===== config.mk =====
export PLATFORM = sky130hd
export DESIGN_NAME = draw_background
export DESIGN_NICKNAME = d
export VERILOG_FILES = /design/src/vga_pkg.sv /design/src/draw_background.sv
export SDC_FILE = /design/constraint.sdc
export NUM_CORES = 1
export LEC_CHECK = 0
export ABC_CLOCK_PERIOD_IN_PS = 1500
export BUFFER_PORTS_ARGS = -buffer_cell sky130_fd_sc_hd__buf_2
export CAP_MARGIN = 20
export CELL_PAD_IN_SITES_DETAIL_PLACEMENT = 1
export CELL_PAD_IN_SITES_GLOBAL_PLACEMENT = 1
export CORE_MARGIN = 10
export CORE_UTILIZATION = 28
export DETAILED_ROUTE_END_ITERATION = 16
export GPL_TIMING_DRIVEN = 0
export PLACE_DENSITY = 0.83
export SLEW_MARGIN = 25
export SYNTH_ARGS = -nofsm -noshare
export SYNTH_HDL_FRONTEND = slang
export SYNTH_SLANG_ARGS = --single-unit
export TNS_END_PERCENT = 5

===== constraint.sdc =====
create_clock -name pclk -period 1.5 [get_ports pclk]
set_input_delay 0.3 -clock pclk [delete_from_list [all_inputs] [get_ports pclk]]
set_output_delay 0.3 -clock pclk [all_outputs]
set_load 0.01 [all_outputs]

===== src/vga_pkg.sv =====
/*
 * vga_pkg
 * shared display timing, text window geometry, colours,
 * the video sample struct and the register map of the text overlay
 */

package vga_pkg;

  // 640x480 at 60 Hz, 25 MHz pixel clock
  localparam logic [10:0] h_visible    = 11'd640;
  localparam logic [10:0] h_sync_start = 11'd656;
  localparam logic [10:0] h_sync_end   = 11'd752;
  localparam logic [10:0] h_total      = 11'd800;

  localparam logic [10:0] v_visible    = 11'd480;
  localparam logic [10:0] v_sync_start = 11'd490;
  localparam logic [10:0] v_sync_end   = 11'd492;
  localparam logic [10:0] v_total      = 11'd525;

  // text window, 16x16 cells of 8x16 pixels
  localparam logic [10:0] rect_x = 11'd250;
  localparam logic [10:0] rect_y = 11'd200;
  localparam logic [10:0] rect_w = 11'd128;
  localparam logic [10:0] rect_h = 11'd256;

  localparam int text_cols = 16;
  localparam int text_rows = 16;
  localparam int char_w    = 8;
  localparam int char_h    = 16;

  localparam logic [11:0] rgb_black      = 12'h000;
  localparam logic [11:0] rgb_white      = 12'hfff;
  localparam logic [11:0] text_color_rst = 12'h8f8;

  // one video sample as it moves down the pipeline
  typedef struct packed {
    logic [10:0] hcount;
    logic [10:0] vcount;
    logic        hsync;
    logic        vsync;
    logic        hblnk;
    logic        vblnk;
    logic [11:0] rgb;
  } vga_bus_t;

  // apb address regions
  typedef enum logic [0:0] {
    text_cells,  // 0x000..0x3fc, one code per word
    ctrl         // colour and enable
  } apb_reg_e;

  localparam logic [11:0] ctrl_addr = 12'h400;

endpackage


===== src/draw_background.sv =====
/*
 * draw_background
 * first drawing stage, white frame border and a colour ramp
 * taken from the pixel position, black while blanking
 */

`timescale 1ns/10ps

module draw_background import vga_pkg::*; (
  input  logic     pclk,
  input  logic     rst,
  input  vga_bus_t vga_in,
  output vga_bus_t vga_out
);

  logic [11:0] rgb_nxt;
  logic        on_border;

  assign on_border = (vga_in.hcount == 11'd0) || (vga_in.hcount == h_visible - 11'd1) ||
                     (vga_in.vcount == 11'd0) || (vga_in.vcount == v_visible - 11'd1);

  always_comb begin
    if (vga_in.hblnk || vga_in.vblnk) begin
      rgb_nxt = rgb_black;
    end else if (on_border) begin
      rgb_nxt = rgb_white;
    end else begin
      // red steps across, green steps down
      rgb_nxt = {vga_in.hcount[9:6], vga_in.vcount[8:5], 4'h8};
    end
  end

  always_ff @(posedge pclk) begin
    if (rst) begin
      vga_out <= '0;
    end else begin
      vga_out     <= vga_in;
      vga_out.rgb <= rgb_nxt;
    end
  end

endmodule


==> results by group <==
Placed design
  – Hpwl dp: 2720 µm
  – RD Place Congestion: a little under 0.7
  – Port-buffer cells: 65

Global routing
  – Vias in the first global route: around 1,000
  – First-pass GRT wire length: 5440 µm
  – GRT Resource Usage Total: 9.73%
  – Largest net degree at the start of global routing: 12
  – Remaining Overflow, GRT: 0
  – Initial antenna violation count: 0

Route
  – First DRT Iteration DRCs: 39
  – WL final: 3340 µm
  – Drt via density: roughly 4.3
  – Avg WL per Cell: roughly 15 µm
  – DR vias: just under 1,000
  – DRT Pass-1 Iters: 4
  – DRC: 0
  – Routed Antenna Nets: 0

Worst setup path
  – Setup Crit Path Kind: register to output pin
  – CP Launch Type: register
  – Required time of the worst setup path: about 1.2 ns
  – Critical path endpoint category: output pin
  – Worst path arrival time: 0.86 ns
  – CP max FO: 3

Die
  – Die width: ~84 µm
  – Core area: a little under 4000 µm²
  – Die area: slightly above 7000 µm²
  – Number of I/O pins: 78
  – Starting density of the core: 28.9%
  – # rows: 23
  – Die Ht: around 84 µm

Power
  – Power density over the cells: approximately 1200 nW/µm²
  – Leakage: around 0.0008 µW
  – Peak VDD IR: 342 µV

Status
  – Status: completed

Finish
  – Share of layout cells above drive strength 1: approximately half
  – Final Util: 41.4%
  – Top reg by flops: vga_out
  – Largest register FFs: 36
  – Syn-to-layout area delta: 43.1%
  – Diodes inserted: 0
  – Most frequent cells in the layout: buf_2 (66), dfxtp_1 (36), nor2b_1 (26)
  – Leading cell type in the layout, fill and taps excluded: buf_2
  – Nets@finish: between 200 and 250
  – Top Registers: vga_out (36)

Min path
  – Hold Path Depth: 2
  – Hold Crit Class: input pin to register

Clock network
  – CTS resizes: 0
  – Number of buffers created by CTS: 5
  – Register clock-pin slew on the reported worst setup and hold paths: ~0.07 ns
  – Clk root buf: clkbuf_8
  – CTS Buffer Depth: 2
  – TritonCTS clock tree: yes
  – # Post-CTS Setup Buffers: 0
  – Hold_buf cts: 0
  – Sink Count: 36
  – H-tree level count: 2

Timing
  – Final hold vios: 0
  – Endpoints failing setup: 0
  – Final Cycle Share: 77.1%
  – Max Freq: between 800 and 900 MHz
  – Setup tns final: 0 ns
  – Crit path time final: around 1.2 ns
  – Slew margin rel.: a little over two thirds
  – RSZ-0062 raised after global routing: no
  – Slew @ Worst Pin: around 0.44 ns
  – Max Slew Vio Count: 0

Logic synthesis
  – Synth area leader: dfxtp_1
  – Seq/Total Area, Yosys: 62.7%
  – Synthesized instance count: a little over 100
  – Syn Nets: 141
  – Synth Warn #: 0
  – Synth area leaders: dfxtp_1 (63%), nor2b_1 (14%), o211ai_4 (3.7%), nand3_1 (3.1%), nand2_1 (2.9%)
  – #FFs+latches synth: 36
  – Synthesized area per cell: around 11 µm²
  – Distinct cells, synth: 16
  – Synth top area share: between 60% and 70%
  – Netlist Area Pre-Place: about 1100 µm²

Run
  – Max-cap violation count: 0
[stage by stage]
| step | total power [µW] | instance area (µm²) | hold slack (ns) | setup slack [ns] | cells |
|---|---|---|---|---|---|
| final | 2020 | 1640 | 0.239 | 0.344 | 224 |
| after global routing | 2130 | 1640 | 0.237 | 0.292 | 224 |
| after CTS | 2060 | 1640 | 0.234 | 0.324 | 224 |
| after detailed placement | 1220 | 1540 | 0.533 | 0.0528 | 216 |
| after global placement | 1210 | 1540 | 0.514 | 0.0627 | 216 |
| after floorplan | 1110 | 1150 | 0.372 | 0.256 | 101 |
[routing by layer]
metal / GRT usage [%] / vias to the layer above / wire length (µm)
met5: 0 / - / 0
met4: 3.65 / 0 / 34
met3: 5.96 / 6 / 363
met2: 14.5 / 53 / 1450
met1: 11.0 / 440 / 1480
li1: - / 475 / -
[cells by family (layout without fill, tap and decap cells)]
kind of cell           count (synthesis)  in the layout  synth area share [%]
AND/OR/NAND/NOR                       58             58                  31.2
AO/OA/AOI/OAI                          2              2                  3.70
flip-flops                            36             36                  62.7
buffers and inverters                  5             78                  2.40
[cell type report]
type | instances | area (µm²)
flip-flops and latches | 36 | 721
clock buffers | 6 | 72.6
multi-input cells | 60 | 400
fillers | 484 | 2330
repair buffers | 65 | 325
plain buffers | 5 | 27.5
clock inverters | 2 | 35.0
well taps | 50 | 62.6
[worst max-delay path, stage by stage, from the launching register on]
cell,delay [ns]
dfxtp_1,0.32
buf_4,0.12
buf_2,0.13
[cell usage after synthesis, drive strengths merged]
| master | instances |
|---|---|
| dfxtp | 36 |
| nor2b | 26 |
| nand2 | 9 |
| nand3 | 8 |
| nand4 | 4 |
| nor2 | 4 |
| or4 | 4 |
| buf | 3 |
| nor3 | 3 |
| clkbuf | 2 |
| o211ai | 2 |
[path summary, 6_finish.rpt]
kind,endpoint,startpoint,slack (ns)
setup / recovery,vga_out[1],vga_out[2],0.34
hold / removal,vga_out[15],vga_in[15],0.24
[report_power, final]
group	internal [µW]	leakage, µW	switching [µW]
Sequential	999	0.000298	9.11
Combinational	82.7	0.000462	99.5
Clock	493	0.0000552	338
Total	1580	0.000815	447
Note: power is estimated with default switching activity, not from simulation.
