### src/vga_pkg.sv
/*
 * vga_pkg
 * shared display timing, text window geometry, colours,
 * the video sample struct and the register map of the text overlay
 */

package vga_pkg;

  // 640x480 at 60 Hz, 25 MHz pixel clock
  localparam logic [10:0] h_visible    = 11'd640;
  localparam logic [10:0] h_sync_start = 11'd656;
  localparam logic [10:0] h_sync_end   = 11'd752;
  localparam logic [10:0] h_total      = 11'd800;

  localparam logic [10:0] v_visible    = 11'd480;
  localparam logic [10:0] v_sync_start = 11'd490;
  localparam logic [10:0] v_sync_end   = 11'd492;
  localparam logic [10:0] v_total      = 11'd525;

  // text window, 16x16 cells of 8x16 pixels
  localparam logic [10:0] rect_x = 11'd250;
  localparam logic [10:0] rect_y = 11'd200;
  localparam logic [10:0] rect_w = 11'd128;
  localparam logic [10:0] rect_h = 11'd256;

  localparam int text_cols = 16;
  localparam int text_rows = 16;
  localparam int char_w    = 8;
  localparam int char_h    = 16;

  localparam logic [11:0] rgb_black      = 12'h000;
  localparam logic [11:0] rgb_white      = 12'hfff;
  localparam logic [11:0] text_color_rst = 12'h8f8;

  // one video sample as it moves down the pipeline
  typedef struct packed {
    logic [10:0] hcount;
    logic [10:0] vcount;
    logic        hsync;
    logic        vsync;
    logic        hblnk;
    logic        vblnk;
    logic [11:0] rgb;
  } vga_bus_t;

  // apb address regions
  typedef enum logic [0:0] {
    text_cells,  // 0x000..0x3fc, one code per word
    ctrl         // colour and enable
  } apb_reg_e;

  localparam logic [11:0] ctrl_addr = 12'h400;

endpackage

### src/vga_timing.sv
/*
 * vga_timing
 * 640x480 counter based timing generator, all outputs registered,
 * sync and blank decoded from the next count so they line up with it
 */

`timescale 1ns/10ps

module vga_timing import vga_pkg::*; (
  input  logic     pclk,
  input  logic     rst,
  output vga_bus_t vga_out
);

  logic [10:0] h_nxt;
  logic [10:0] v_nxt;

  // next position, line advances at end of each row
  always_comb begin
    h_nxt = vga_out.hcount + 11'd1;
    v_nxt = vga_out.vcount;
    if (vga_out.hcount == h_total - 11'd1) begin
      h_nxt = 11'd0;
      if (vga_out.vcount == v_total - 11'd1) begin
        v_nxt = 11'd0;
      end else begin
        v_nxt = vga_out.vcount + 11'd1;
      end
    end
  end

  always_ff @(posedge pclk) begin
    if (rst) begin
      vga_out <= '0;  // restart at (0,0)
    end else begin
      vga_out.hcount <= h_nxt;
      vga_out.vcount <= v_nxt;
      vga_out.hsync  <= (h_nxt >= h_sync_start) && (h_nxt < h_sync_end);
      vga_out.vsync  <= (v_nxt >= v_sync_start) && (v_nxt < v_sync_end);
      vga_out.hblnk  <= (h_nxt >= h_visible);
      vga_out.vblnk  <= (v_nxt >= v_visible);
      vga_out.rgb    <= rgb_black;  // painted later
    end
  end

endmodule

### config.mk
export PLATFORM = sky130hd
export DESIGN_NAME = vga_timing
export DESIGN_NICKNAME = d
export VERILOG_FILES = /design/src/vga_pkg.sv /design/src/vga_timing.sv
export SDC_FILE = /design/constraint.sdc
export NUM_CORES = 1
export LEC_CHECK = 0
export BUFFER_PORTS_ARGS = -buffer_cell sky130_fd_sc_hd__buf_4
export CELL_PAD_IN_SITES_DETAIL_PLACEMENT = 1
export CELL_PAD_IN_SITES_GLOBAL_PLACEMENT = 1
export CORE_MARGIN = 4
export CORE_UTILIZATION = 40
export CTS_CLUSTER_DIAMETER = 40
export DETAILED_ROUTE_END_ITERATION = 16
export PLACE_DENSITY_LB_ADDON = 0.05
export SLEW_MARGIN = 20
export SYNTH_ARGS = -nofsm -noshare
export SYNTH_HDL_FRONTEND = slang
export SYNTH_SLANG_ARGS = --single-unit
### constraint.sdc
create_clock -name pclk -period 3.45 [get_ports pclk]
set_clock_uncertainty 0.15 [all_clocks]
set_input_delay 0.69 -clock pclk [delete_from_list [all_inputs] [get_ports pclk]]
set_output_delay 0.69 -clock pclk [all_outputs]
set_load 0.02 [all_outputs]
==> flow_metrics.tcl <==
set metrics [dict create \
    status "finished clean" \
    final_common_cell "buf_4" \
    dieArea_sq_um 5380 \
    synth_area_leaders "dfxtp_1 30%, buf_4 6.1%, xnor2_1 4.1%" \
    yosys_warnings 0 \
    min_path_cells 2 \
    highest_layer "met4" \
    grt_use_total_pct 17.0 \
    syn_avg_cell_area_sq_um 8.68 \
    yosys.area.top_type_share_pct 30.5 \
    finalHoldViolations 0 \
    end_kind "flip-flop" \
    period_share_pct 68.9 \
    synth_edf_count 0 \
    critPathLaunchType "flip-flop" \
    totalPowerFinal_mw 0.540 \
    detailed_place.area_sq_um 1840 \
    finalWorstSetupSlack_ps 1070 \
    final_cells 266 \
    fin_crit_ps 2380 \
    fmax_ghz 0.421 \
    ctsLongestPathBuffers 2 \
    critPathSlowestCell "nor4_2" \
    criticalPathCategory "reg2reg" \
    reg2reg_depth 6 \
    die_x_microns 73.4 \
    synth_ff_type "dfxtp_1" \
    grt_max_degree 25 \
    place_ws_ps 1100 \
    post_cts_resized 0 \
    ys_types 55 \
    start_util_pct 42.1 \
    final_cell_mix "29 x buf_4, 26 x dfxtp_1, 18 x nor2_1" \
    area_growth_syn_to_layout_pct 10.9 \
    met2WireLength_mm 2.09 \
    final_antenna_net_count 0 \
    maxCapViolCount 0 \
    cts.clk_slew.worst_paths_ps 90 \
    yosysSeqAreaShare_pct 30.5 \
    vias 1530 \
    drv_slew 0 \
    r2r_start "vga_out[27]" \
    yosysTopAreaCell "dfxtp_1" \
    grt_setup_unrepaired "false" \
    synthArstFlopShare_pct 0 \
    hold_path_startpoint "vga_out[26]" \
    globalRoute.totalOverflow 0 \
    hpwlAfterDp_mm 3.21 \
    setup_viol 0 \
    tns_ps 0 \
    grt_pass1_vias 1478 \
    antenna_found_initial 0 \
    wire_per_inst_microns 16.9 \
    worst_slew_pin_slew_ps 654 \
    diodes 0 \
    final_area_sq_um 1900 \
    slew_headroom_pct 56.2 \
    die_h_microns 73.4 \
    ys_seq_elements 26 \
    syn-cell-area_sq_um 1710 \
    whs_ps 410 \
    cts_made_buffers 3 \
    power_density_nw_per_um2 285 \
    crit_path_max_fanout 6 \
    wl_mm 4.51 \
    io_pins 40 \
    cp.arrival_ps 2370 \
    drt-met1-wl_mm 2.19 \
    cp_slowest_stage_delay_ps 470 \
    syn_inst 197 \
    hold_buffers 0 \
    cts_setup_buffers 0 \
    io_buffers 27 \
    post-route-util_pct 46.7 \
    drive_gt1_share_pct 22.2 \
    drc 0 \
    cts_tree "yes" \
    worstPathRequired_ps 3450 \
    clock-sinks 26 \
    met3WireLength_microns 212 \
    path_cells "ha_1 > nand3_1 > nor4_2 > a31oi_1 > o22ai_1 > a21oi_1" \
    largest_registers "vga_out (26)" \
    place_congestion 0.844 \
    htreeDepth 1 \
    grt_pass1_wl_mm 7.36 \
    core-area_sq_um 4060 \
    top_register "vga_out" \
    first_pass_iters 4 \
    rows 23 \
    min_path_type "reg2reg" \
    drt-initial-drc-count 76 \
    clock_latency_ps 270 \
    ir_drop_mv 0.155 \
    dp_cells 262 \
    largest_reg_flops 26 \
    vias_per_cell 5.75 \
    layout.nets 222 \
    leakage_nw 0.728 \
    cp-startpoint "vga_out[27]" \
    clockRootBuffer "clkbuf_8" \
]
-- layer usage --
| layer | up-vias | GRT usage [%] |
|---|---|---|
| met1 | 753 | 24.0 |
| met4 | 0 | 2.41 |
| met3 | 2 | 3.01 |
| met2 | 39 | 27.7 |
| li1 | 736 | - |
| met5 | - | 0 |
-- critical path: cells and delay by family (launching register included) --
kind / cells / cell delay, ps
AO/OA/AOI/OAI: 3 / 620
adder cells (fa/ha/maj): 1 / 320
flip-flops: 1 / 450
AND/OR/NAND/NOR: 2 / 720
-- Yosys cell counts (all sizes together) (3+ instances only) --
master and number:
dfxtp 26, buf 18, nor2 18, a21oi 11, nor3 11, nand3 10
nand2 8, xnor2 8, clkbuf 7, nand4 7, inv 6, nor4 5
o21ai 5, a211oi 4, and3 4, xor2 4, a31oi 3, and4 3
ha 3, o211a 3, or3 3
-- power by group --
| group | total [mW] | internal (mW) | leakage [nW] | switching [mW] |
|---|---|---|---|---|
| Sequential | 0.308 | 0.303 | 0.210 | 0.00565 |
| Combinational | 0.0320 | 0.00783 | 0.490 | 0.0241 |
| Clock | 0.199 | 0.102 | 0.0288 | 0.0974 |
-- kinds of logic (layout without fill, tap and decap cells) --
group | count (synthesis) | after routing | share of synthesized area [%]
and+or+nand+nor | 82 | 82 | 31.1
AOI/OAI and AO/OA | 41 | 41 | 16.8
buffers and inverters | 31 | 39 | 12.4
DFF | 26 | 26 | 30.5
xor gates and xnor gates | 12 | 12 | 6.15
adders and majority gates | 3 | 3 | 2.20
other | 1 | 12 | 0.219
muxes | 1 | 1 | 0.586
-- worst paths after layout --
path | slack (ps) | endpoint
worst max-delay path | 1070 | vga_out[12]
worst min-delay path | 410 | vga_out[26]
worst max register to register | 1070 | vga_out[12]
worst min register to register | 410 | vga_out[26]
-- layout make-up --
cell class | count | area, sq um
Fill cell | 498 | 2160
Timing Repair Buffer | 29 | 218
Tap cell | 50 | 62.6
Clock buffer | 4 | 55.1
Inverter | 6 | 22.5
Multi-Input combinational cell | 151 | 1020
Sequential cell | 26 | 520
No activity file was read; power rests on OpenSTA's default activity.
