==> src/vga_pkg.sv <==
/*
 * vga_pkg
 * shared display timing, text window geometry, colours,
 * the video sample struct and the register map of the text overlay
 */

package vga_pkg;

  // 640x480 at 60 Hz, 25 MHz pixel clock
  localparam logic [10:0] h_visible    = 11'd640;
  localparam logic [10:0] h_sync_start = 11'd656;
  localparam logic [10:0] h_sync_end   = 11'd752;
  localparam logic [10:0] h_total      = 11'd800;

  localparam logic [10:0] v_visible    = 11'd480;
  localparam logic [10:0] v_sync_start = 11'd490;
  localparam logic [10:0] v_sync_end   = 11'd492;
  localparam logic [10:0] v_total      = 11'd525;

  // text window, 16x16 cells of 8x16 pixels
  localparam logic [10:0] rect_x = 11'd250;
  localparam logic [10:0] rect_y = 11'd200;
  localparam logic [10:0] rect_w = 11'd128;
  localparam logic [10:0] rect_h = 11'd256;

  localparam int text_cols = 16;
  localparam int text_rows = 16;
  localparam int char_w    = 8;
  localparam int char_h    = 16;

  localparam logic [11:0] rgb_black      = 12'h000;
  localparam logic [11:0] rgb_white      = 12'hfff;
  localparam logic [11:0] text_color_rst = 12'h8f8;

  // one video sample as it moves down the pipeline
  typedef struct packed {
    logic [10:0] hcount;
    logic [10:0] vcount;
    logic        hsync;
    logic        vsync;
    logic        hblnk;
    logic        vblnk;
    logic [11:0] rgb;
  } vga_bus_t;

  // apb address regions
  typedef enum logic [0:0] {
    text_cells,  // 0x000..0x3fc, one code per word
    ctrl         // colour and enable
  } apb_reg_e;

  localparam logic [11:0] ctrl_addr = 12'h400;

endpackage

==> src/delay.sv <==
/*
 * delay
 * fixed latency shift register, clk_del stages of width bits,
 * all stages clear on reset
 */

`timescale 1ns/10ps

module delay #(
  parameter int width   = 8,
  parameter int clk_del = 1
) (
  input  logic             clk,
  input  logic             rst,
  input  logic [width-1:0] din,
  output logic [width-1:0] dout
);

  logic [width-1:0] stage [clk_del];

  always_ff @(posedge clk) begin
    if (rst) begin
      for (int i = 0; i < clk_del; i++) stage[i] <= '0;
    end else begin
      stage[0] <= din;
      for (int i = 1; i < clk_del; i++) stage[i] <= stage[i-1];
    end
  end

  assign dout = stage[clk_del-1];

endmodule

==> src/draw_rect_char.sv <==
/*
 * draw_rect_char
 * text window stage, issues cell and glyph line addresses and
 * paints glyph pixels over the picture, three cycles of latency
 */

`timescale 1ns/10ps

module draw_rect_char import vga_pkg::*; (
  input  logic        pclk,
  input  logic        rst,
  input  vga_bus_t    vga_in,
  input  logic [7:0]  char_pixels,
  input  logic [11:0] text_color,
  input  logic        text_enable,
  output logic [7:0]  char_xy,
  output logic [3:0]  char_line,
  output vga_bus_t    vga_out
);

  logic [10:0] x_rel;
  logic [10:0] y_rel;
  logic        in_win;
  logic [2:0]  col_d;    // column inside cell, aligned with char_pixels
  logic        in_win_d;
  vga_bus_t    vga_d;
  vga_bus_t    out_nxt;

  // position relative to window origin
  assign x_rel = vga_in.hcount - rect_x;
  assign y_rel = vga_in.vcount - rect_y;

  assign in_win = (vga_in.hcount >= rect_x) && (vga_in.hcount < rect_x + rect_w) &&
                  (vga_in.vcount >= rect_y) && (vga_in.vcount < rect_y + rect_h);

  assign char_xy = {y_rel[7:4], x_rel[6:3]};  // row, column

  // line goes out with char_code, one cycle after char_xy
  always_ff @(posedge pclk) begin
    if (rst) begin
      char_line <= 4'd0;
    end else begin
      char_line <= y_rel[3:0];
    end
  end

  // two cycles cover the code lookup and the font lookup
  delay #(.width($bits(vga_bus_t)), .clk_del(2)) u_bus_delay (
    .clk  (pclk),
    .rst  (rst),
    .din  (vga_in),
    .dout (vga_d)
  );

  delay #(.width(4), .clk_del(2)) u_pos_delay (
    .clk  (pclk),
    .rst  (rst),
    .din  ({in_win, x_rel[2:0]}),
    .dout ({in_win_d, col_d})
  );

  always_comb begin
    out_nxt = vga_d;
    if (text_enable && !vga_d.hblnk && !vga_d.vblnk && in_win_d) begin
      // leftmost pixel of a cell is glyph bit 7
      if (char_pixels[char_w - 1 - col_d]) begin
        out_nxt.rgb = text_color;
      end else begin
        out_nxt.rgb = rgb_black;
      end
    end
  end

  always_ff @(posedge pclk) begin
    if (rst) begin
      vga_out <= '0;
    end else begin
      vga_out <= out_nxt;
    end
  end

endmodule

==> config.mk <==
export PLATFORM = sky130hd
export DESIGN_NAME = draw_rect_char
export DESIGN_NICKNAME = d
export VERILOG_FILES = /design/src/vga_pkg.sv /design/src/delay.sv /design/src/draw_rect_char.sv
export SDC_FILE = /design/constraint.sdc
export NUM_CORES = 1
export LEC_CHECK = 0
export ABC_CLOCK_PERIOD_IN_PS = 4350
export BUFFER_PORTS_ARGS = -buffer_cell sky130_fd_sc_hd__clkbuf_2
export CAP_MARGIN = 0
export CORE_ASPECT_RATIO = 1.5
export CORE_UTILIZATION = 30
export DETAILED_ROUTE_END_ITERATION = 10
export GPL_TIMING_DRIVEN = 1
export PLACE_DENSITY_LB_ADDON = 0.05
export SLEW_MARGIN = 10
export SYNTH_ARGS = -nofsm -noshare
export SYNTH_HDL_FRONTEND = slang
export SYNTH_HIERARCHICAL = 1
export SYNTH_SLANG_ARGS = --single-unit
==> constraint.sdc <==
create_clock -name pclk -period 4.35 [get_ports pclk]
set_input_delay 0.435 -clock pclk [delete_from_list [all_inputs] [get_ports pclk]]
set_output_delay 0.435 -clock pclk [all_outputs]
set_load 0.01 [all_outputs]
==> metrics <==
count leader, synth=dfxtp_1; part of the power in combinational logic=0.049; crit path DAT=1360 ps; Synth Area in Adders=0.00604; initial antenna violation count=0; total of fill cells in the finished design=1,380; Max Cap Viol=0; Setup Skew=8.33 ps; post-synthesis mux area share=0.0109; Synth Area per Inst=11.4 sq um; DRT antenna net count=0; H-tree levels=4; drt wl/cell=11.3 um; TNS Setup=0 ps; Initial DRT Pass Iterations=8; #FFs+latches synth=126; clk_lat worst skew=400 ps; input/output buffers=110; YS warnings=6; Critical Path Sink Type=output pin; total design power=2.71 mW; failing checks=DRC; Reg power frac=0.447; row count=52; final hold viol count=0; XOR/XNOR Fraction of Synth Area=0.0148; RSZ-0062 raised after global routing=false; cts repair resizes=0; Clock power frac=0.504; Pleak=2.23 nW; initial DRC count=59; P_sw=0.584 mW; width of the chip=98.0 um; Peak VDD IR=0.191 mV; most frequent cells after synthesis=126 x dfxtp_1, 113 x nor2b_1, 51 x buf_4; Critical Path RT=3910 ps; Final nets=492; Placed Instances=572; via/cell ratio=3.89; Initial Util=0.308; Post-CTS Setup Repair Bufs=0; gr ovfl total=0; Synth top area share=0.609; Seq/Total Area, Yosys=0.609; sw frac=0.216; Simple-Gate Fraction of Synth Area=0.197; complex-gate fraction of the synthesized area=0.0426; non-filler instance count after layout=604; Synth area leader=dfxtp_1; Hold Crit Class=in -> reg; DRC=11; clock buffer depth=2; worst setup margin=2550 ps; num ports=111; clock sinks=126; FFs w/ async S/R, synth=0; share of cells above drive strength 1=0.333; vias in the first global route=2,324; Synth Net Count=425; largest family of logic cells by synthesized area=simple AND/OR/NAND/NOR gates; global placer's final weighted congestion=0.644; clock slew at reported path FFs=60 ps; Die ar.=14,300 sq um; core area=13,500 sq um; Slew headroom=0.470; via count=2,349; post-synthesis cell type count=32; first-pass GRT wire length=11.0 mm; status=finished, violations left; Storage cell area=2520 sq um; Pint=2.12 mW; Mapped Cells=362; critical path class=in -> out; pre-CTS setup slack=2320 ps; Main synth FF type=dfxtp_1; Layout area overhead=21.2%; pwr/cell area=539 nW/um^2; pins over their slew limit=0; period utilisation layout=0.414; TritonCTS buffer count=17; hold buffer count at CTS=0; Max Fanout on Critical Path=4; EDFF count, synth=0; Final min period=1800 ps; Multi-input gate area=1120 sq um; final setup fails=0; Cell Area, Synth=4140 sq um; pin count of the biggest net entering global routing=81; ant diodes=0; final hold slack=229 ps; CP startpoint kind=primary input; Max Clk Rate=556 MHz; CTS tree=done; GRT Util Overall=0.103; final wirelength=6.82 mm; Worst Tran Pin Value=792 ps; top area cells in the synthesized netlist=dfxtp_1 61%, nor2b_1 17%, buf_4 9.2%, a22o_1 2.1%, buf_6 1.4%; Die Ht=146 um; CTS root buf=clkbuf_16
-- cells by family (layout without fill, tap and decap cells) --
kind of cell,Yosys count,count (layout)
multiplexers,4,4
buffers and inverters,71,151
AND/OR/NAND/NOR,131,131
flip-flops,126,126
XOR/XNOR,7,7
AO/OA/AOI/OAI,21,21
adder cells (fa/ha/maj),2,2
-- cell type report --
class	count	share of cell area
clock buffers	18	0.0875
repair buffers	111	0.112
well taps	162	0.0404
inverters	8	0.00598
flip-flops and latches	126	0.502
clock inverters	14	0.0287
multi-input cells	165	0.224
-- routing by layer --
metal / routed length, um / GRT usage
met5: 0 / 0
met3: 493 / 0.0432
met2: 3250 / 0.165
met4: 115 / 0.0659
met1: 2960 / 0.111
-- final timing paths --
check / start / end / slack [ps] / depth (start not counted)
worst max-delay path: vga_in[19] / char_xy[7] / 2550 / 6
worst min-delay path: vga_in[19] / char_line[3] / 230 / 2
worst max register to register: u_bus_delay/stage[0][51] / vga_out[4] / 2580 / 4
worst min register to register: u_bus_delay/stage[0][2] / u_bus_delay/stage[0][40] / 430 / 1
-- worst max-delay path, cell delays in order --
cell and delay, ps:
clkbuf_2 110, inv_1 60, ha_1 230, a21boi_0 220
xor2_1 170, clkbuf_2 150
-- sequential cells by signal (all words and copies together) (netlist names) --
signal / flops
char_line: 4
u_pos_delay/stage: 8
vga_out: 38
u_bus_delay/stage: 76
-- through the flow --
step / util / area [sq um]
2_1_floorplan: - / 4140
3_3_place_gp: 0.330 / 4440
3_5_place_dp: 0.330 / 4440
4_1_cts: 0.373 / 5020
5_1_grt: 0.373 / 5020
6_report: 0.373 / 5020
-- power by group through the flow --
stage	clock network [mW]	logic (mW)	registers, mW
2_1_floorplan	0	0.100	1.24
3_3_place_gp	0	0.136	1.24
3_5_place_dp	0	0.136	1.24
4_1_cts	1.41	0.137	1.21
5_1_grt	1.46	0.149	1.22
6_report	1.36	0.133	1.21
-- layout by cell type (no fill, tap or decap), types with 2 or more instances in the layout --
cell,count
clkinv_4,2
clkinvlp_4,5
nor2b_1,113
mux2i_1,3
clkinv_2,4
clkbuf_2,109
xor2_1,3
nand2_1,3
o21ai_0,2
nand3b_1,2
nor3_1,2
nor2_1,4
a22o_2,2
buf_4,2
dfxtp_1,126
clkbuf_16,17
nor4_1,2
xnor2_1,4
bufinv_16,2
ha_1,2
inv_1,8
a22o_1,10
Note: power is estimated with default switching activity, not from simulation.
