File: src/vga_pkg.sv
/*
 * vga_pkg
 * shared display timing, text window geometry, colours,
 * the video sample struct and the register map of the text overlay
 */

package vga_pkg;

  // 640x480 at 60 Hz, 25 MHz pixel clock
  localparam logic [10:0] h_visible    = 11'd640;
  localparam logic [10:0] h_sync_start = 11'd656;
  localparam logic [10:0] h_sync_end   = 11'd752;
  localparam logic [10:0] h_total      = 11'd800;

  localparam logic [10:0] v_visible    = 11'd480;
  localparam logic [10:0] v_sync_start = 11'd490;
  localparam logic [10:0] v_sync_end   = 11'd492;
  localparam logic [10:0] v_total      = 11'd525;

  // text window, 16x16 cells of 8x16 pixels
  localparam logic [10:0] rect_x = 11'd250;
  localparam logic [10:0] rect_y = 11'd200;
  localparam logic [10:0] rect_w = 11'd128;
  localparam logic [10:0] rect_h = 11'd256;

  localparam int text_cols = 16;
  localparam int text_rows = 16;
  localparam int char_w    = 8;
  localparam int char_h    = 16;

  localparam logic [11:0] rgb_black      = 12'h000;
  localparam logic [11:0] rgb_white      = 12'hfff;
  localparam logic [11:0] text_color_rst = 12'h8f8;

  // one video sample as it moves down the pipeline
  typedef struct packed {
    logic [10:0] hcount;
    logic [10:0] vcount;
    logic        hsync;
    logic        vsync;
    logic        hblnk;
    logic        vblnk;
    logic [11:0] rgb;
  } vga_bus_t;

  // apb address regions
  typedef enum logic [0:0] {
    text_cells,  // 0x000..0x3fc, one code per word
    ctrl         // colour and enable
  } apb_reg_e;

  localparam logic [11:0] ctrl_addr = 12'h400;

endpackage

File: src/apb_text_regs.sv
/*
 * apb_text_regs
 * apb slave with the 256 character codes and the control word,
 * zero wait state, plus a registered read port for the video side
 */

`timescale 1ns/10ps

module apb_text_regs import vga_pkg::*; (
  input  logic        pclk,
  input  logic        rst,
  input  logic        psel,
  input  logic        penable,
  input  logic        pwrite,
  input  logic [11:0] paddr,
  input  logic [31:0] pwdata,
  output logic [31:0] prdata,
  output logic        pready,
  output logic        pslverr,
  input  logic [7:0]  char_xy,
  output logic [7:0]  char_code,
  output logic [11:0] text_color,
  output logic        text_enable
);

  localparam int n_cells = text_cols * text_rows;

  logic [7:0] cells [n_cells];
  apb_reg_e   reg_sel;
  logic       addr_err;
  logic [7:0] cell_idx;
  logic       wr_en;

  // unaligned or past ctrl is an error
  assign addr_err = (paddr[1:0] != 2'b00) || (paddr > ctrl_addr);
  assign reg_sel  = (paddr == ctrl_addr) ? ctrl : text_cells;
  assign cell_idx = paddr[9:2];
  assign wr_en    = psel && penable && pwrite && !addr_err;

  assign pready  = 1'b1;  // every access completes at once
  assign pslverr = psel && penable && addr_err;

  always_comb begin
    prdata = 32'd0;
    if (!addr_err) begin
      case (reg_sel)
        text_cells: prdata = {24'd0, cells[cell_idx]};
        ctrl:       prdata = {19'd0, text_enable, text_color};
      endcase
    end
  end

  always_ff @(posedge pclk) begin
    if (rst) begin
      for (int i = 0; i < n_cells; i++) cells[i] <= 8'd0;
      text_color  <= text_color_rst;
      text_enable <= 1'b1;
    end else if (wr_en) begin
      if (reg_sel == ctrl) begin
        text_color  <= pwdata[11:0];
        text_enable <= pwdata[12];
      end else begin
        cells[cell_idx] <= pwdata[7:0];
      end
    end
  end

  // video read port
  always_ff @(posedge pclk) begin
    if (rst) begin
      char_code <= 8'd0;
    end else begin
      char_code <= cells[char_xy];
    end
  end

endmodule

File: config.mk
export PLATFORM = sky130hd
export DESIGN_NAME = apb_text_regs
export DESIGN_NICKNAME = d
export VERILOG_FILES = /design/src/vga_pkg.sv /design/src/apb_text_regs.sv
export SDC_FILE = /design/constraint.sdc
export NUM_CORES = 2
export LEC_CHECK = 0
export BUFFER_PORTS_ARGS = -buffer_cell sky130_fd_sc_hd__buf_2
export CAP_MARGIN = 25
export CELL_PAD_IN_SITES_DETAIL_PLACEMENT = 1
export CELL_PAD_IN_SITES_GLOBAL_PLACEMENT = 2
export CORE_MARGIN = 2
export CORE_UTILIZATION = 50
export CTS_CLUSTER_DIAMETER = 100
export DETAILED_ROUTE_END_ITERATION = 6
export PLACE_DENSITY_LB_ADDON = 0.1
export SLEW_MARGIN = 20
export SYNTH_ARGS = -nofsm -noshare
export SYNTH_HDL_FRONTEND = slang
export SYNTH_SLANG_ARGS = --single-unit
File: constraint.sdc
create_clock -name pclk -period 6.75 [get_ports pclk]
set_clock_uncertainty 0.15 [all_clocks]
set_input_delay 1.0125 -clock pclk [delete_from_list [all_inputs] [get_ports pclk]]
set_output_delay 1.0125 -clock pclk [all_outputs]
set_load 0.02 [all_outputs]
==> impl_metrics.yaml <==
routing:
  routedWlPerCell_microns: 46.53
  drtIter0Drc: 14151
  drt_wl_total_microns: 497700
  final_antenna_net_count: 0
  drcViolationCount: 2
  first_pass_iters: 7
  routed-via-count: 79997
  viasPerCell: 7.480
pwr:
  pwr_density_cell_mw_per_mm2: 260.8
  vdd_ir_drop_max_mv: 0.2843
  total_leakage_power_nw: 39.45
  finalPower_mw: 31.14
setup_path:
  crit_chain: "buf_8 > buf_4 > buf_4 > nor2_2 > buf_4 > a22oi_1 > nand3_2 > buf_4 > o21ai_0 > buf_4 > or4_1 > nor4_1 > a31oi_1 > buf_4 > buf_2"
  end_kind: "primary output"
  path_class: "input port to primary output"
  cp.arrival_ns: 5.50
  crit_family: "buffers and inverters"
  slowest_stage: "a31oi_1"
  cp_common_cell: "buf_4"
  cp.depth: 15
  ff2ff_path_depth: 7
  max_stage_delay_ns: 0.64
  critPathMaxFanout: 54
  startpoint_type: "input port"
  cp.required_ns: 5.59
  path_buf_inv: 8
floorplanning:
  initial_core_util_pct: 50.29
  die_w_microns: 471.4
  num_rows: 171
  core_sq_mm: 0.2172
  die_area_sq_mm: 0.2222
  ios: 112
  dieHeight_microns: 471.4
clock_network:
  insertion_delay_ns: 0.92
  clk_pin_slew_worst_paths_ns: 0.06
  cts_hold_buf: 0
  cts-root-buf: "clkbuf_16"
  cts_tree: "built"
  htree_num_levels: 4
  cts_num_sinks: 2069
  post-cts-setup-buffers: 0
  cts_buffer_depth: 3
  cts_made_buffers: 227
run:
  drv_cap: 0
timing:
  setup_viol: 0
  finalCriticalPeriod_ns: 6.664
  min_period_over_period_pct: 98.72
  maxSlewHeadroom_pct: 15.30
  slew_violations: 0
  finalHoldViolations: 0
  rsz0062_at_grt: "no"
  worst_slew_pin_slew_ns: 1.266
  fin_ws_ns: 0.08645
  max_freq_ghz: 0.1501
  fin_setup_tns_ns: 0
yosys:
  synth_most_common_cell: "edfxtp_1"
  synth.distinct_cells: 82
  synth_commonest_cells: "edfxtp_1 (2048), nor2_1 (1915), mux4_2 (948)"
  synth_ff_type: "edfxtp_1"
  synth-edff-count: 2048
  syn_area_sq_mm: 0.1092
  yosys.area.top_type: "edfxtp_1"
  synth.ff_latch_count: 2069
  netlist_top_cells_area: "edfxtp_1 (56%), mux4_2 (20%), nor2_1 (6.6%)"
  syn_inst: 7851
  yosysTopAreaCellShare_pct: 56.31
  yosys_warnings: 0
  ys_seq_area_share_pct: 56.70
  async_flop_share_pct: 0
  synth_area_per_cell_sq_um: 13.91
run_status:
  status: "finished, violations left"
  violations: "DRC"
layout:
  fill_cells: 20546
  finalCoreUtilization_pct: 54.98
  fin_cells: 10695
  multi_input_area_sq_mm: 0.04310
  layout-area-overhead-vs-synth_pct: 9.330
  layout.nets: 7669
  drive_above_1_share_pct: 22.55
  regArea_sq_mm: 0.06192
grt:
  grt_pass1_wl_microns: 669100
  grt_max_degree: 97
  grt_use_total_pct: 44.47
  grt_pass1_vias: 76939
  gr-total-overflow: 0
  antenna_found_initial: 67
min_path:
  whs_path_depth: 3
  min-delay-path-class: "input port to register"
placed_design:
  dp_hpwl_microns: 337200
  pre_cts_slack_ns: 0.1044
  gp_congestion: 1.041
  placed_cells: 10235
  numPortBuffers: 72
where the power goes:
part | leakage, nW | switching (mW) | internal [mW] | total, mW
clock | 3.34 | 5.56 | 6.37 | 11.9
combinational | 16.5 | 2.72 | 1.42 | 4.14
sequential | 19.6 | 0.336 | 14.7 | 15.1
placed cells by master (no fill, tap or decap), types with 13 or more instances in the layout:
cell type / netlist / routed
mux4_2: 948 / 948
mux2i_1: 382 / 381
a21oi_1: 85 / 85
nor2_1: 1915 / 1899
nor3_1: 22 / 20
nor4_1: 25 / 22
diode_2: 0 / 37
buf_2: 156 / 61
and2_1: 38 / 38
buf_4: 77 / 298
a22oi_1: 72 / 72
dfxtp_1: 21 / 21
or4_1: 14 / 14
clkbuf_16: 0 / 229
a221oi_1: 15 / 15
a32oi_1: 13 / 13
and3_1: 203 / 202
o31ai_1: 13 / 13
conb_1: 2 / 20
clkinv_1: 1 / 61
a211oi_1: 14 / 14
a21o_1: 243 / 243
o21ai_0: 38 / 37
o211ai_1: 25 / 25
edfxtp_1: 2048 / 2048
clkbuf_1: 568 / 57
nand3_1: 62 / 56
a31oi_1: 22 / 21
clkinv_2: 0 / 49
o22ai_1: 111 / 111
o221ai_1: 126 / 126
nand2_1: 292 / 282
buf_12: 20 / 56
layer usage:
layer  up-vias  routed length, microns  GRT usage, %
li1      29869                       -             -
met1     42086                  174400         58.32
met2      6655                  214500         63.93
met3      1349                   72280         15.55
met4        38                   36170         26.55
met5         -                     344        0.3677
area by class of cell:
class / count / share of cell area (%)
diodes: 37 / 0.07755
clock buffers: 286 / 4.979
clock inverters: 135 / 0.7293
inverters: 13 / 0.05135
multi-input cells: 4875 / 36.10
flip-flops and latches: 2069 / 51.86
well taps: 2854 / 2.991
repair buffers: 426 / 3.214
worst paths after layout:
path                                      from        endpoint  slack (ns)
worst max-delay path                  paddr[3]       prdata[1]        0.09
worst max register to register   cells[149][6]    char_code[6]        3.10
worst min-delay path                pwdata[10]  text_color[10]        0.21
worst min register to register  text_color[11]  text_color[11]        0.34
metrics by stage:
step | instance area [sq um] | hold slack, ns
2_1_floorplan | 109300 | 0.4474
3_3_place_gp | 112400 | 0.3240
3_5_place_dp | 112500 | 0.3264
4_1_cts | 119300 | 0.1893
5_1_grt | 119300 | 0.2579
6_report | 119400 | 0.2093
tightest hold or removal path: cells and delay by family:
kind	cells	cell delay [ns]
buf+inv	1	0.08
simple gates	1	0.07
mux	1	0.05
what timing repair did:
item                       CTS  global route
resized for setup            0             1
setup endpoints to repair    0             1
hold endpoints to repair     0             0
sequential cells by signal (all words and copies together) (netlist names):
register / count
text_color: 12
text_enable: 1
cells: 2048
char_code: 8
logic make-up (layout without fill, tap and decap cells):
group                  count (synthesis)  count (layout)  synth area share, %
muxes                               1332            1332                23.07
AOI/OAI and AO/OA                    865             865                5.759
and+or+nand+nor                     2658            2658                10.18
DFF                                 2069            2069                56.70
buffers and inverters                925             860                4.285
other                                  2              57             0.006877
Power figures use the tool's default switching activity.
